===== config.mk =====
export PLATFORM = sky130hd
export DESIGN_NAME = mem_stage
export DESIGN_NICKNAME = d
export VERILOG_FILES = /design/src/common/rv_mem_pkg.sv /design/src/common/rv_isa_pkg.sv /design/src/mem_stage/mem_stage.sv /design/src/mem_stage/mem_clint.sv /design/src/mem_stage/mem_dcache_port.sv
export VERILOG_INCLUDE_DIRS = /design/src /design/src/common
export SDC_FILE = /design/constraint.sdc
export NUM_CORES = 1
export LEC_CHECK = 0
export BUFFER_PORTS_ARGS = -buffer_cell sky130_fd_sc_hd__buf_4
export CAP_MARGIN = 25
export CORE_AREA = 2 2 288 290
export CTS_CLUSTER_DIAMETER = 40
export CTS_CLUSTER_SIZE = 14
export DETAILED_ROUTE_END_ITERATION = 6
export DIE_AREA = 0 0 290 292
export GPL_ROUTABILITY_DRIVEN = 0
export PLACE_DENSITY = 0.61
export SYNTH_ARGS = -nofsm -noshare
export SYNTH_HDL_FRONTEND = slang
export SYNTH_SLANG_ARGS = --single-unit

===== constraint.sdc =====
create_clock -name clk -period 15.9 [get_ports clk]
set_clock_uncertainty 0.2 [all_clocks]
set_input_delay 0.795 -clock clk [delete_from_list [all_inputs] [get_ports clk]]
set_output_delay 0.795 -clock clk [all_outputs]
set_load 0.01 [all_outputs]

===== src/common/rv_mem_defs.svh =====
// widths and address map shared by the memory stage, its slaves and the RAM
// both windows are decoded on the low 32 address bits only
`ifndef RV_MEM_DEFS_SVH
`define RV_MEM_DEFS_SVH

// data path
`define XLEN 64
`define RAM_WORDS 256

// address windows, 16 MiB each
`define MEM_BASE 32'h8000_0000
`define MMIO_BASE 32'h0200_0000
`define WIN_MASK 32'hFF00_0000

// clint registers
`define CLINT_MTIMECMP 32'h0200_4000
`define CLINT_MTIME 32'h0200_BFF8

// cycles from first request cycle to ack
`define RAM_LATENCY 2

`endif

===== src/common/rv_mem_pkg.sv =====
// data-side types of the memory stage
// lanes_u assumes XLEN of 64
`include "rv_mem_defs.svh"

package rv_mem_pkg;

  // slave that serves the access
  typedef enum logic [1:0] {
    NONE = 2'd0,
    MEM  = 2'd1,
    MMIO = 2'd2
  } chan_e;

  // one data word seen as raw bits or as lanes
  typedef union packed {
    logic [`XLEN-1:0] raw;
    logic [7:0][7:0]  b;
    logic [3:0][15:0] h;
    logic [1:0][31:0] w;
  } lanes_u;

endpackage


===== src/common/rv_isa_pkg.sv =====
// instruction-side types of the memory stage
package rv_isa_pkg;

  // memory opcodes as decoded by execute
  typedef enum logic [7:0] {
    NONE = 8'h00,
    LB   = 8'h01,
    LBU  = 8'h02,
    LH   = 8'h03,
    LHU  = 8'h04,
    LW   = 8'h05,
    LWU  = 8'h06,
    LD   = 8'h07,
    SB   = 8'h08,
    SH   = 8'h09,
    SW   = 8'h0A,
    SD   = 8'h0B
  } mem_op_e;

  // log2 of the access size in bytes
  typedef enum logic [1:0] {
    SZ_B = 2'd0,
    SZ_H = 2'd1,
    SZ_W = 2'd2,
    SZ_D = 2'd3
  } size_e;

endpackage


===== src/mem_stage/mem_stage.sv =====
// memory stage with one instruction in flight; accesses must be naturally aligned
// addresses outside both windows are passed through as no access
`timescale 1ns/1ps
`include "rv_mem_defs.svh"

module mem_stage (
  input  logic                clk,
  input  logic                rst,
  input  logic                i_ex_valid,
  output logic                o_ex_ready,
  input  logic [`XLEN-1:0]    i_ex_pc,
  input  logic [31:0]         i_ex_inst,
  input  logic [4:0]          i_ex_rd,
  input  logic                i_ex_rd_wen,
  input  logic [`XLEN-1:0]    i_ex_rd_wdata,
  input  rv_isa_pkg::mem_op_e i_ex_op,
  input  logic [`XLEN-1:0]    i_ex_base,
  input  logic [`XLEN-1:0]    i_ex_offset,
  input  logic [`XLEN-1:0]    i_ex_sdata,
  output logic                o_wb_valid,
  input  logic                i_wb_ack,
  output logic [`XLEN-1:0]    o_wb_pc,
  output logic [31:0]         o_wb_inst,
  output logic [4:0]          o_wb_rd,
  output logic                o_wb_rd_wen,
  output logic [`XLEN-1:0]    o_wb_rd_wdata,
  output logic                o_wb_skipcmt,
  output logic                o_dc_req,
  output logic [`XLEN-1:0]    o_dc_addr,
  output logic                o_dc_wen,
  output rv_isa_pkg::size_e   o_dc_size,
  output logic [`XLEN-1:0]    o_dc_wdata,
  input  logic                i_dc_ack,
  input  logic [`XLEN-1:0]    i_dc_rdata,
  output logic                o_clint_irq
);

  logic                busy;
  logic                accept;
  logic                wb_hs;
  logic                start_q;
  logic                mmio_done_q;
  logic                dc_start;
  logic                dc_done;
  logic                clint_access;
  logic                slave_done;
  logic [`XLEN-1:0]    ea;
  logic                dec_rd;
  logic                dec_wr;
  rv_isa_pkg::size_e   dec_size;
  logic [`XLEN-1:0]    dec_wdata;
  rv_mem_pkg::chan_e   dec_chan;
  rv_mem_pkg::chan_e   chan_q;
  rv_isa_pkg::mem_op_e op_q;
  rv_isa_pkg::size_e   size_q;
  logic                wen_q;
  logic [`XLEN-1:0]    addr_q;
  logic [`XLEN-1:0]    wdata_q;
  logic [`XLEN-1:0]    fwd_q;
  logic [`XLEN-1:0]    dc_rdata;
  logic [`XLEN-1:0]    clint_rdata;
  rv_mem_pkg::lanes_u  ld;

  assign o_ex_ready = ~busy;
  assign accept = i_ex_valid & ~busy;
  assign wb_hs = o_wb_valid & i_wb_ack;

  // decode on the execute fields
  assign ea = i_ex_base + i_ex_offset;
  assign dec_rd = i_ex_op inside {rv_isa_pkg::LB, rv_isa_pkg::LBU, rv_isa_pkg::LH,
                                  rv_isa_pkg::LHU, rv_isa_pkg::LW, rv_isa_pkg::LWU,
                                  rv_isa_pkg::LD};
  assign dec_wr = i_ex_op inside {rv_isa_pkg::SB, rv_isa_pkg::SH, rv_isa_pkg::SW,
                                  rv_isa_pkg::SD};

  always_comb begin
    case (i_ex_op)
      rv_isa_pkg::LB, rv_isa_pkg::LBU, rv_isa_pkg::SB: dec_size = rv_isa_pkg::SZ_B;
      rv_isa_pkg::LH, rv_isa_pkg::LHU, rv_isa_pkg::SH: dec_size = rv_isa_pkg::SZ_H;
      rv_isa_pkg::LW, rv_isa_pkg::LWU, rv_isa_pkg::SW: dec_size = rv_isa_pkg::SZ_W;
      default: dec_size = rv_isa_pkg::SZ_D;
    endcase
  end

  // store data right-aligned, upper lanes cleared
  always_comb begin
    case (dec_size)
      rv_isa_pkg::SZ_B: dec_wdata = {56'd0, i_ex_sdata[7:0]};
      rv_isa_pkg::SZ_H: dec_wdata = {48'd0, i_ex_sdata[15:0]};
      rv_isa_pkg::SZ_W: dec_wdata = {32'd0, i_ex_sdata[31:0]};
      default: dec_wdata = i_ex_sdata;
    endcase
  end

  always_comb begin
    if (!(dec_rd | dec_wr)) begin
      dec_chan = rv_mem_pkg::NONE;
    end else if ((ea[31:0] & `WIN_MASK) == `MEM_BASE) begin
      dec_chan = rv_mem_pkg::MEM;
    end else if ((ea[31:0] & `WIN_MASK) == `MMIO_BASE) begin
      dec_chan = rv_mem_pkg::MMIO;
    end else begin
      dec_chan = rv_mem_pkg::NONE;
    end
  end

  // start exactly one slave the cycle after accept
  assign dc_start = start_q & (chan_q == rv_mem_pkg::MEM);
  assign clint_access = start_q & (chan_q == rv_mem_pkg::MMIO);
  assign slave_done = dc_done | mmio_done_q | (start_q & (chan_q == rv_mem_pkg::NONE));

  always_ff @(posedge clk) begin
    if (rst) begin
      busy <= 1'b0;
      start_q <= 1'b0;
      mmio_done_q <= 1'b0;
      o_wb_valid <= 1'b0;
      chan_q <= rv_mem_pkg::NONE;
    end else begin
      start_q <= accept;
      mmio_done_q <= clint_access;
      if (accept) begin
        busy <= 1'b1;
        chan_q <= dec_chan;
      end else if (wb_hs) begin
        busy <= 1'b0;
      end
      if (slave_done) begin
        o_wb_valid <= 1'b1;
      end else if (wb_hs) begin
        o_wb_valid <= 1'b0;
      end
    end
  end

  always_ff @(posedge clk) begin
    if (accept) begin
      o_wb_pc <= i_ex_pc;
      o_wb_inst <= i_ex_inst;
      o_wb_rd <= i_ex_rd;
      o_wb_rd_wen <= i_ex_rd_wen;
      fwd_q <= i_ex_rd_wdata;
      op_q <= i_ex_op;
      size_q <= dec_size;
      wen_q <= dec_wr;
      addr_q <= ea;
      wdata_q <= dec_wdata;
    end
  end

  // slave data is held until the next access, so this stays stable during write-back
  assign ld.raw = (chan_q == rv_mem_pkg::MMIO) ? clint_rdata : dc_rdata;

  always_comb begin
    if (chan_q == rv_mem_pkg::NONE) begin
      o_wb_rd_wdata = fwd_q;
    end else begin
      case (op_q)
        rv_isa_pkg::LB:  o_wb_rd_wdata = {{56{ld.b[0][7]}}, ld.b[0]};
        rv_isa_pkg::LBU: o_wb_rd_wdata = {56'd0, ld.b[0]};
        rv_isa_pkg::LH:  o_wb_rd_wdata = {{48{ld.h[0][15]}}, ld.h[0]};
        rv_isa_pkg::LHU: o_wb_rd_wdata = {48'd0, ld.h[0]};
        rv_isa_pkg::LW:  o_wb_rd_wdata = {{32{ld.w[0][31]}}, ld.w[0]};
        rv_isa_pkg::LWU: o_wb_rd_wdata = {32'd0, ld.w[0]};
        rv_isa_pkg::LD:  o_wb_rd_wdata = ld.raw;
        default: o_wb_rd_wdata = fwd_q;
      endcase
    end
  end

  assign o_wb_skipcmt = (chan_q == rv_mem_pkg::MMIO);

  mem_dcache_port u_dcache_port (
    .clk        (clk),
    .rst        (rst),
    .i_start    (dc_start),
    .i_addr     (addr_q),
    .i_wen      (wen_q),
    .i_size     (size_q),
    .i_wdata    (wdata_q),
    .o_done     (dc_done),
    .o_rdata    (dc_rdata),
    .o_dc_req   (o_dc_req),
    .o_dc_addr  (o_dc_addr),
    .o_dc_wen   (o_dc_wen),
    .o_dc_size  (o_dc_size),
    .o_dc_wdata (o_dc_wdata),
    .i_dc_ack   (i_dc_ack),
    .i_dc_rdata (i_dc_rdata)
  );

  mem_clint u_clint (
    .clk         (clk),
    .rst         (rst),
    .i_access    (clint_access),
    .i_addr      (addr_q[31:0]),
    .i_wen       (wen_q),
    .i_wdata     (wdata_q),
    .o_rdata     (clint_rdata),
    .o_clint_irq (o_clint_irq)
  );

endmodule


===== src/mem_stage/mem_clint.sv =====
// CLINT with mtime and mtimecmp only; accesses are taken as full 64-bit words
`timescale 1ns/1ps
`include "rv_mem_defs.svh"

module mem_clint (
  input  logic             clk,
  input  logic             rst,
  input  logic             i_access,
  input  logic [31:0]      i_addr,
  input  logic             i_wen,
  input  logic [`XLEN-1:0] i_wdata,
  output logic [`XLEN-1:0] o_rdata,
  output logic             o_clint_irq
);

  logic [`XLEN-1:0] mtime;
  logic [`XLEN-1:0] mtimecmp;
  logic             wr_mtime;
  logic             wr_mtimecmp;

  assign wr_mtime = i_access & i_wen & (i_addr == `CLINT_MTIME);
  assign wr_mtimecmp = i_access & i_wen & (i_addr == `CLINT_MTIMECMP);

  // free-running timer unless software loads it
  always_ff @(posedge clk) begin
    if (rst) begin
      mtime <= '0;
    end else if (wr_mtime) begin
      mtime <= i_wdata;
    end else begin
      mtime <= mtime + 1'b1;
    end
  end

  // all ones keeps the irq low after reset
  always_ff @(posedge clk) begin
    if (rst) begin
      mtimecmp <= '1;
    end else if (wr_mtimecmp) begin
      mtimecmp <= i_wdata;
    end
  end

  // read data valid the cycle after the access
  always_ff @(posedge clk) begin
    if (i_access) begin
      case (i_addr)
        `CLINT_MTIME: o_rdata <= mtime;
        `CLINT_MTIMECMP: o_rdata <= mtimecmp;
        default: o_rdata <= '0;
      endcase
    end
  end

  assign o_clint_irq = (mtime >= mtimecmp);

endmodule


===== src/mem_stage/mem_dcache_port.sv =====
// one outstanding data-cache request; i_start must not repeat before o_done
`timescale 1ns/1ps
`include "rv_mem_defs.svh"

module mem_dcache_port (
  input  logic              clk,
  input  logic              rst,
  input  logic              i_start,
  input  logic [`XLEN-1:0]  i_addr,
  input  logic              i_wen,
  input  rv_isa_pkg::size_e i_size,
  input  logic [`XLEN-1:0]  i_wdata,
  output logic              o_done,
  output logic [`XLEN-1:0]  o_rdata,
  output logic              o_dc_req,
  output logic [`XLEN-1:0]  o_dc_addr,
  output logic              o_dc_wen,
  output rv_isa_pkg::size_e o_dc_size,
  output logic [`XLEN-1:0]  o_dc_wdata,
  input  logic              i_dc_ack,
  input  logic [`XLEN-1:0]  i_dc_rdata
);

  // done in the ack cycle so write-back follows one cycle later
  assign o_done = o_dc_req & i_dc_ack;

  always_ff @(posedge clk) begin
    if (rst) begin
      o_dc_req <= 1'b0;
    end else if (i_start) begin
      o_dc_req <= 1'b1;
    end else if (i_dc_ack) begin
      o_dc_req <= 1'b0;
    end
  end

  // request fields held for the whole handshake
  always_ff @(posedge clk) begin
    if (i_start) begin
      o_dc_addr <= i_addr;
      o_dc_wen <= i_wen;
      o_dc_size <= i_size;
      o_dc_wdata <= i_wdata;
    end
  end

  // response kept until the next request completes
  always_ff @(posedge clk) begin
    if (o_done) begin
      o_rdata <= i_dc_rdata;
    end
  end

endmodule


==> impl_metrics.env <==
export IMPL_boundary_pins=737
export IMPL_syn_avg_cell_area_um2=12.42
export IMPL_grt_remaining_overflow=0
export IMPL_post_synthesis_mux_area_share_pct=0.1007
export IMPL_port_buffers=736
export IMPL_synth_compound_area_share_pct=14.15
export IMPL_setup_total_negative_slack_ns=0
export IMPL_period_needed_ns=5.238
export IMPL_pwr_density_cell_nw_per_um2=122.3
export IMPL_ir_drop_mv=0.08808
export IMPL_drv_max_cap_violation_count=0
export IMPL_netlist_top_cells_area="sky130_fd_sc_hd__edfxtp_1 (55%), sky130_fd_sc_hd__dfxtp_1 (8.7%), sky130_fd_sc_hd__ha_1 (5.4%), sky130_fd_sc_hd__nand2_1 (2.7%), sky130_fd_sc_hd__a21oi_1 (2.4%)"
export IMPL_route_detailed_wl_per_inst_um=22.40
export IMPL_synth_async_sr_flop_share_pct=0
export IMPL_die_y_um=292
export IMPL_post_dp_cell_area_um2=37600
export IMPL_power_leakage_uw=0.01699
export IMPL_synth_top_area_share_pct=54.55
export IMPL_tritoncts="yes"
export IMPL_synth_top_area_cell="sky130_fd_sc_hd__edfxtp_1"
export IMPL_ff2ff_setup_slack_ns=11.53
export IMPL_design_final_nets=3815
export IMPL_detailroute_via_count=23504
export IMPL_placed_cells=4199
export IMPL_slowest_stage_cell_crit_path="sky130_fd_sc_hd__a31o_2"
export IMPL_post_cts_hold_buffer_count=0
export IMPL_post_route_cells_drive_above_1_share_pct=29.56
export IMPL_cts_max_level=3
export IMPL_min_to="o_wb_pc[16]"
export IMPL_netlist_cell_type_count=78
export IMPL_path_max_fanout=32
export IMPL_final_hold_violation_count=0
export IMPL_grt_total_usage_pct=22.51
export IMPL_netlist_area_um2=31050
export IMPL_critical_path_reg2reg_endpoint="u_clint.mtimecmp[45]"
export IMPL_yosysWarnings=0
export IMPL_cts_sinks=699
export IMPL_clk_insertion_delay_late_ns=0.67
export IMPL_post_cts_repair_setup_buffers=0
export IMPL_status="finished clean"
export IMPL_timing_final_crit_share_pct=32.94
export IMPL_max_slew_margin_pct=32.87
export IMPL_syn_nets=3068
export IMPL_timing_worst_setup_path_type="flip-flop to output port"
export IMPL_detailed_route_wire_length_um=98990
export IMPL_detail_route_first_pass_iterations=6
export IMPL_transition_time_of_the_tightest_slew_check_pin_ns=0.9986
export IMPL_synth_edff_count=564
export IMPL_crit_path_start_kind="flip-flop"
export IMPL_max_slew_vio_count=0
export IMPL_dpl_hpwl_um=73450
export IMPL_first_global_vias=23711
export IMPL_utilization_pct=51.20
export IMPL_worst_path_most_repeated_cell="sky130_fd_sc_hd__buf_4"
export IMPL_endpoint_kind="output port"
export IMPL_cts_repair_resized=0
export IMPL_final_cell_count_no_fill=4420
export IMPL_iter_0_drt_violations=1436
export IMPL_clk_tree_root_cell="sky130_fd_sc_hd__clkbuf_16"
export IMPL_grt_max_degree=119
export IMPL_synth_main_ff_cell="sky130_fd_sc_hd__edfxtp_1"
export IMPL_floorplan_initialDensity_pct=38.06
export IMPL_hold_path_class="input pin to flip-flop"
export IMPL_grt_first_pass_wirelength_um=146100
export IMPL_synthCells=2499
export IMPL_synthXorXnorAreaFrac_pct=3.328
export IMPL_tritoncts_num_buffers=115
export IMPL_report_power_total_uw=5109
export IMPL_multi_input_area_um2=10560
export IMPL_regArea_um2=19640
export IMPL_max_freq_mhz=190.9
export IMPL_rows=105
export IMPL_layout_area_overhead_vs_synth_pct=34.53
export IMPL_synth_area_in_adders_pct=5.424
export IMPL_timing_critical_path_arrival_ns=4.24
export IMPL_clockBufferDepth=3
export IMPL_drc_violations_left=0
export IMPL_worstPathRequired_ns=14.91
export IMPL_synth_simple_area_share_pct=10.89
export IMPL_finalSetupViolations=0
export IMPL_timing_critical_path_slowest_cell_delay_ns=0.66
export IMPL_min_from="i_ex_pc[16]"
export IMPL_fp_dieArea_um2=84680
export IMPL_postSynthRegisterBits=699
export IMPL_finalInstanceArea_um2=41770
export IMPL_worst_hold_path_num_cells=1
export IMPL_die_w_um=290
export IMPL_list_of_cells_traversed_by_the_critical_path="or4_1, nor2_1, nand3b_1, o31ai_2, o21bai_1, buf_4, a31o_2, o22a_1, buf_4"
export IMPL_worstReg2RegStart="addr_q[1]"
export IMPL_vias_per_cell=5.318
export IMPL_fill_cells=7077
export IMPL_synth_top_family_by_area="compound AO/OA/AOI/OAI gates"
export IMPL_rsz0062_at_grt="no"
export IMPL_grt_antenna_before_repair=9
export IMPL_seq_total_area_yosys_pct=63.25
export IMPL_worst_r2r_cell_count=9
export IMPL_clock_transition_at_the_registers_of_the_reported_paths_ns=0.06
export IMPL_design_core_area_um2=81580
export IMPL_final_ant_viol_nets=0
-- how the worst max path moves through the flow --
stage               slack (ns)  cells past startpoint          start                 to
finish                   10.66                      9        op_q[5]  o_wb_rd_wdata[40]
global route             10.49                      9        op_q[5]  o_wb_rd_wdata[40]
CTS                      10.65                      9        op_q[5]  o_wb_rd_wdata[40]
detailed placement       11.40                      9        op_q[5]  o_wb_rd_wdata[40]
global placement         11.48                     10  i_ex_base[23]         addr_q[55]
floorplan                 8.26                      2     i_ex_valid          addr_q[0]
-- cell usage in the layout, fill, tap and decap left out, types with 16 or more instances in the layout --
cell,instances
sky130_fd_sc_hd__a211o_1,68
sky130_fd_sc_hd__a211oi_1,68
sky130_fd_sc_hd__a21o_1,55
sky130_fd_sc_hd__a21oi_1,150
sky130_fd_sc_hd__a22o_1,64
sky130_fd_sc_hd__a31oi_1,20
sky130_fd_sc_hd__and3_1,53
sky130_fd_sc_hd__buf_4,758
sky130_fd_sc_hd__bufinv_16,18
sky130_fd_sc_hd__clkbuf_16,117
sky130_fd_sc_hd__clkinv_2,16
sky130_fd_sc_hd__clkinvlp_4,18
sky130_fd_sc_hd__dfxtp_1,135
sky130_fd_sc_hd__edfxtp_1,564
sky130_fd_sc_hd__ha_1,133
sky130_fd_sc_hd__inv_1,94
sky130_fd_sc_hd__nand2_1,223
sky130_fd_sc_hd__nand3_1,39
sky130_fd_sc_hd__nand4_1,50
sky130_fd_sc_hd__nor2_1,199
sky130_fd_sc_hd__nor2b_1,39
sky130_fd_sc_hd__nor3_1,16
sky130_fd_sc_hd__o21ai_0,57
sky130_fd_sc_hd__o22a_1,56
sky130_fd_sc_hd__xnor2_1,58
sky130_fd_sc_hd__xor2_1,60
-- stage by stage --
step / worst slack (ns) / hold WS, ns
floorplan: 8.256 / 0.2003
global placement: 11.48 / 0.2016
detailed placement: 11.40 / 0.2052
CTS: 10.65 / 0.04524
global route: 10.49 / 0.05981
finish: 10.66 / 0.09657
-- per-layer routing --
metal	part of all wire, %	up-vias	GRT usage [%]
met1	42	11436	28.84
met4	2.3	12	6.491
li1	-	10938	-
met5	0.089	-	0
met3	7.4	180	6.196
met2	48	938	37.31
-- cells by family after synthesis --
logic type | Yosys count
and+or+nand+nor | 705
DFF | 699
AOI/OAI and AO/OA | 615
buffers and inverters | 225
adders and majority gates | 134
xor gates and xnor gates | 118
muxes | 3
-- flip-flops by register name, summed over array words and instances, names as in the netlist, 64 cells and up --
register                  flops
u_dcache_port.o_dc_wdata     64
u_dcache_port.o_dc_addr      64
u_clint.o_rdata              64
u_dcache_port.o_rdata        64
fwd_q                        64
o_wb_pc                      64
u_clint.mtimecmp             64
u_clint.mtime                64
wdata_q                      64
addr_q                       64
-- cell usage after synthesis (5+ instances only) --
| cell | n |
|---|---|
| sky130_fd_sc_hd__edfxtp_1 | 564 |
| sky130_fd_sc_hd__buf_2 | 5 |
| sky130_fd_sc_hd__xnor2_1 | 58 |
| sky130_fd_sc_hd__ha_1 | 133 |
| sky130_fd_sc_hd__o22a_1 | 56 |
| sky130_fd_sc_hd__a211oi_1 | 68 |
| sky130_fd_sc_hd__and3_1 | 55 |
| sky130_fd_sc_hd__a21oi_1 | 150 |
| sky130_fd_sc_hd__nor4_1 | 13 |
| sky130_fd_sc_hd__nor2b_1 | 39 |
| sky130_fd_sc_hd__nand4_1 | 50 |
| sky130_fd_sc_hd__a22o_1 | 64 |
| sky130_fd_sc_hd__clkbuf_1 | 104 |
| sky130_fd_sc_hd__buf_1 | 15 |
| sky130_fd_sc_hd__o21ai_0 | 57 |
| sky130_fd_sc_hd__nor2_1 | 200 |
| sky130_fd_sc_hd__a21o_1 | 55 |
| sky130_fd_sc_hd__dfxtp_1 | 135 |
| sky130_fd_sc_hd__or4_1 | 6 |
| sky130_fd_sc_hd__o21a_1 | 7 |
| sky130_fd_sc_hd__o41ai_1 | 5 |
| sky130_fd_sc_hd__xor2_1 | 60 |
| sky130_fd_sc_hd__inv_1 | 95 |
| sky130_fd_sc_hd__o211ai_1 | 6 |
| sky130_fd_sc_hd__a221oi_1 | 5 |
| sky130_fd_sc_hd__o21bai_1 | 11 |
| sky130_fd_sc_hd__nor3_1 | 16 |
| sky130_fd_sc_hd__nand2b_1 | 14 |
| sky130_fd_sc_hd__a31oi_1 | 20 |
| sky130_fd_sc_hd__and2_1 | 13 |
| sky130_fd_sc_hd__nand3_1 | 40 |
| sky130_fd_sc_hd__nand2_1 | 223 |
| sky130_fd_sc_hd__a2111oi_0 | 5 |
| sky130_fd_sc_hd__and4_1 | 13 |
| sky130_fd_sc_hd__a211o_1 | 68 |
-- report_power, final --
part	internal [µW]	leakage [µW]	switching, µW
Sequential	2060	0.00621	39.7
Combinational	184	0.00880	203
Clock	1690	0.00198	932
Total	3930	0.0170	1170
-- worst max-delay path, delay by kind of cell, from the launching register on --
family,cells,cell delay (ns)
buffers and inverters,2,0.38
and+or+nand+nor,3,1.03
DFF,1,0.36
AOI/OAI and AO/OA,4,1.75
-- layout make-up --
| cell class | count | share of cell area (%) |
|---|---|---|
| multi-input combinational | 1575 | 25.29 |
| timing repair buffer | 759 | 13.64 |
| clock buffer | 135 | 7.315 |
| tap | 1070 | 3.205 |
| sequential | 699 | 47.02 |
| antenna | 1 | 0.005991 |
| clock inverter | 85 | 2.651 |
| inverter | 96 | 0.8807 |
Note: power is estimated with default switching activity, not from simulation.
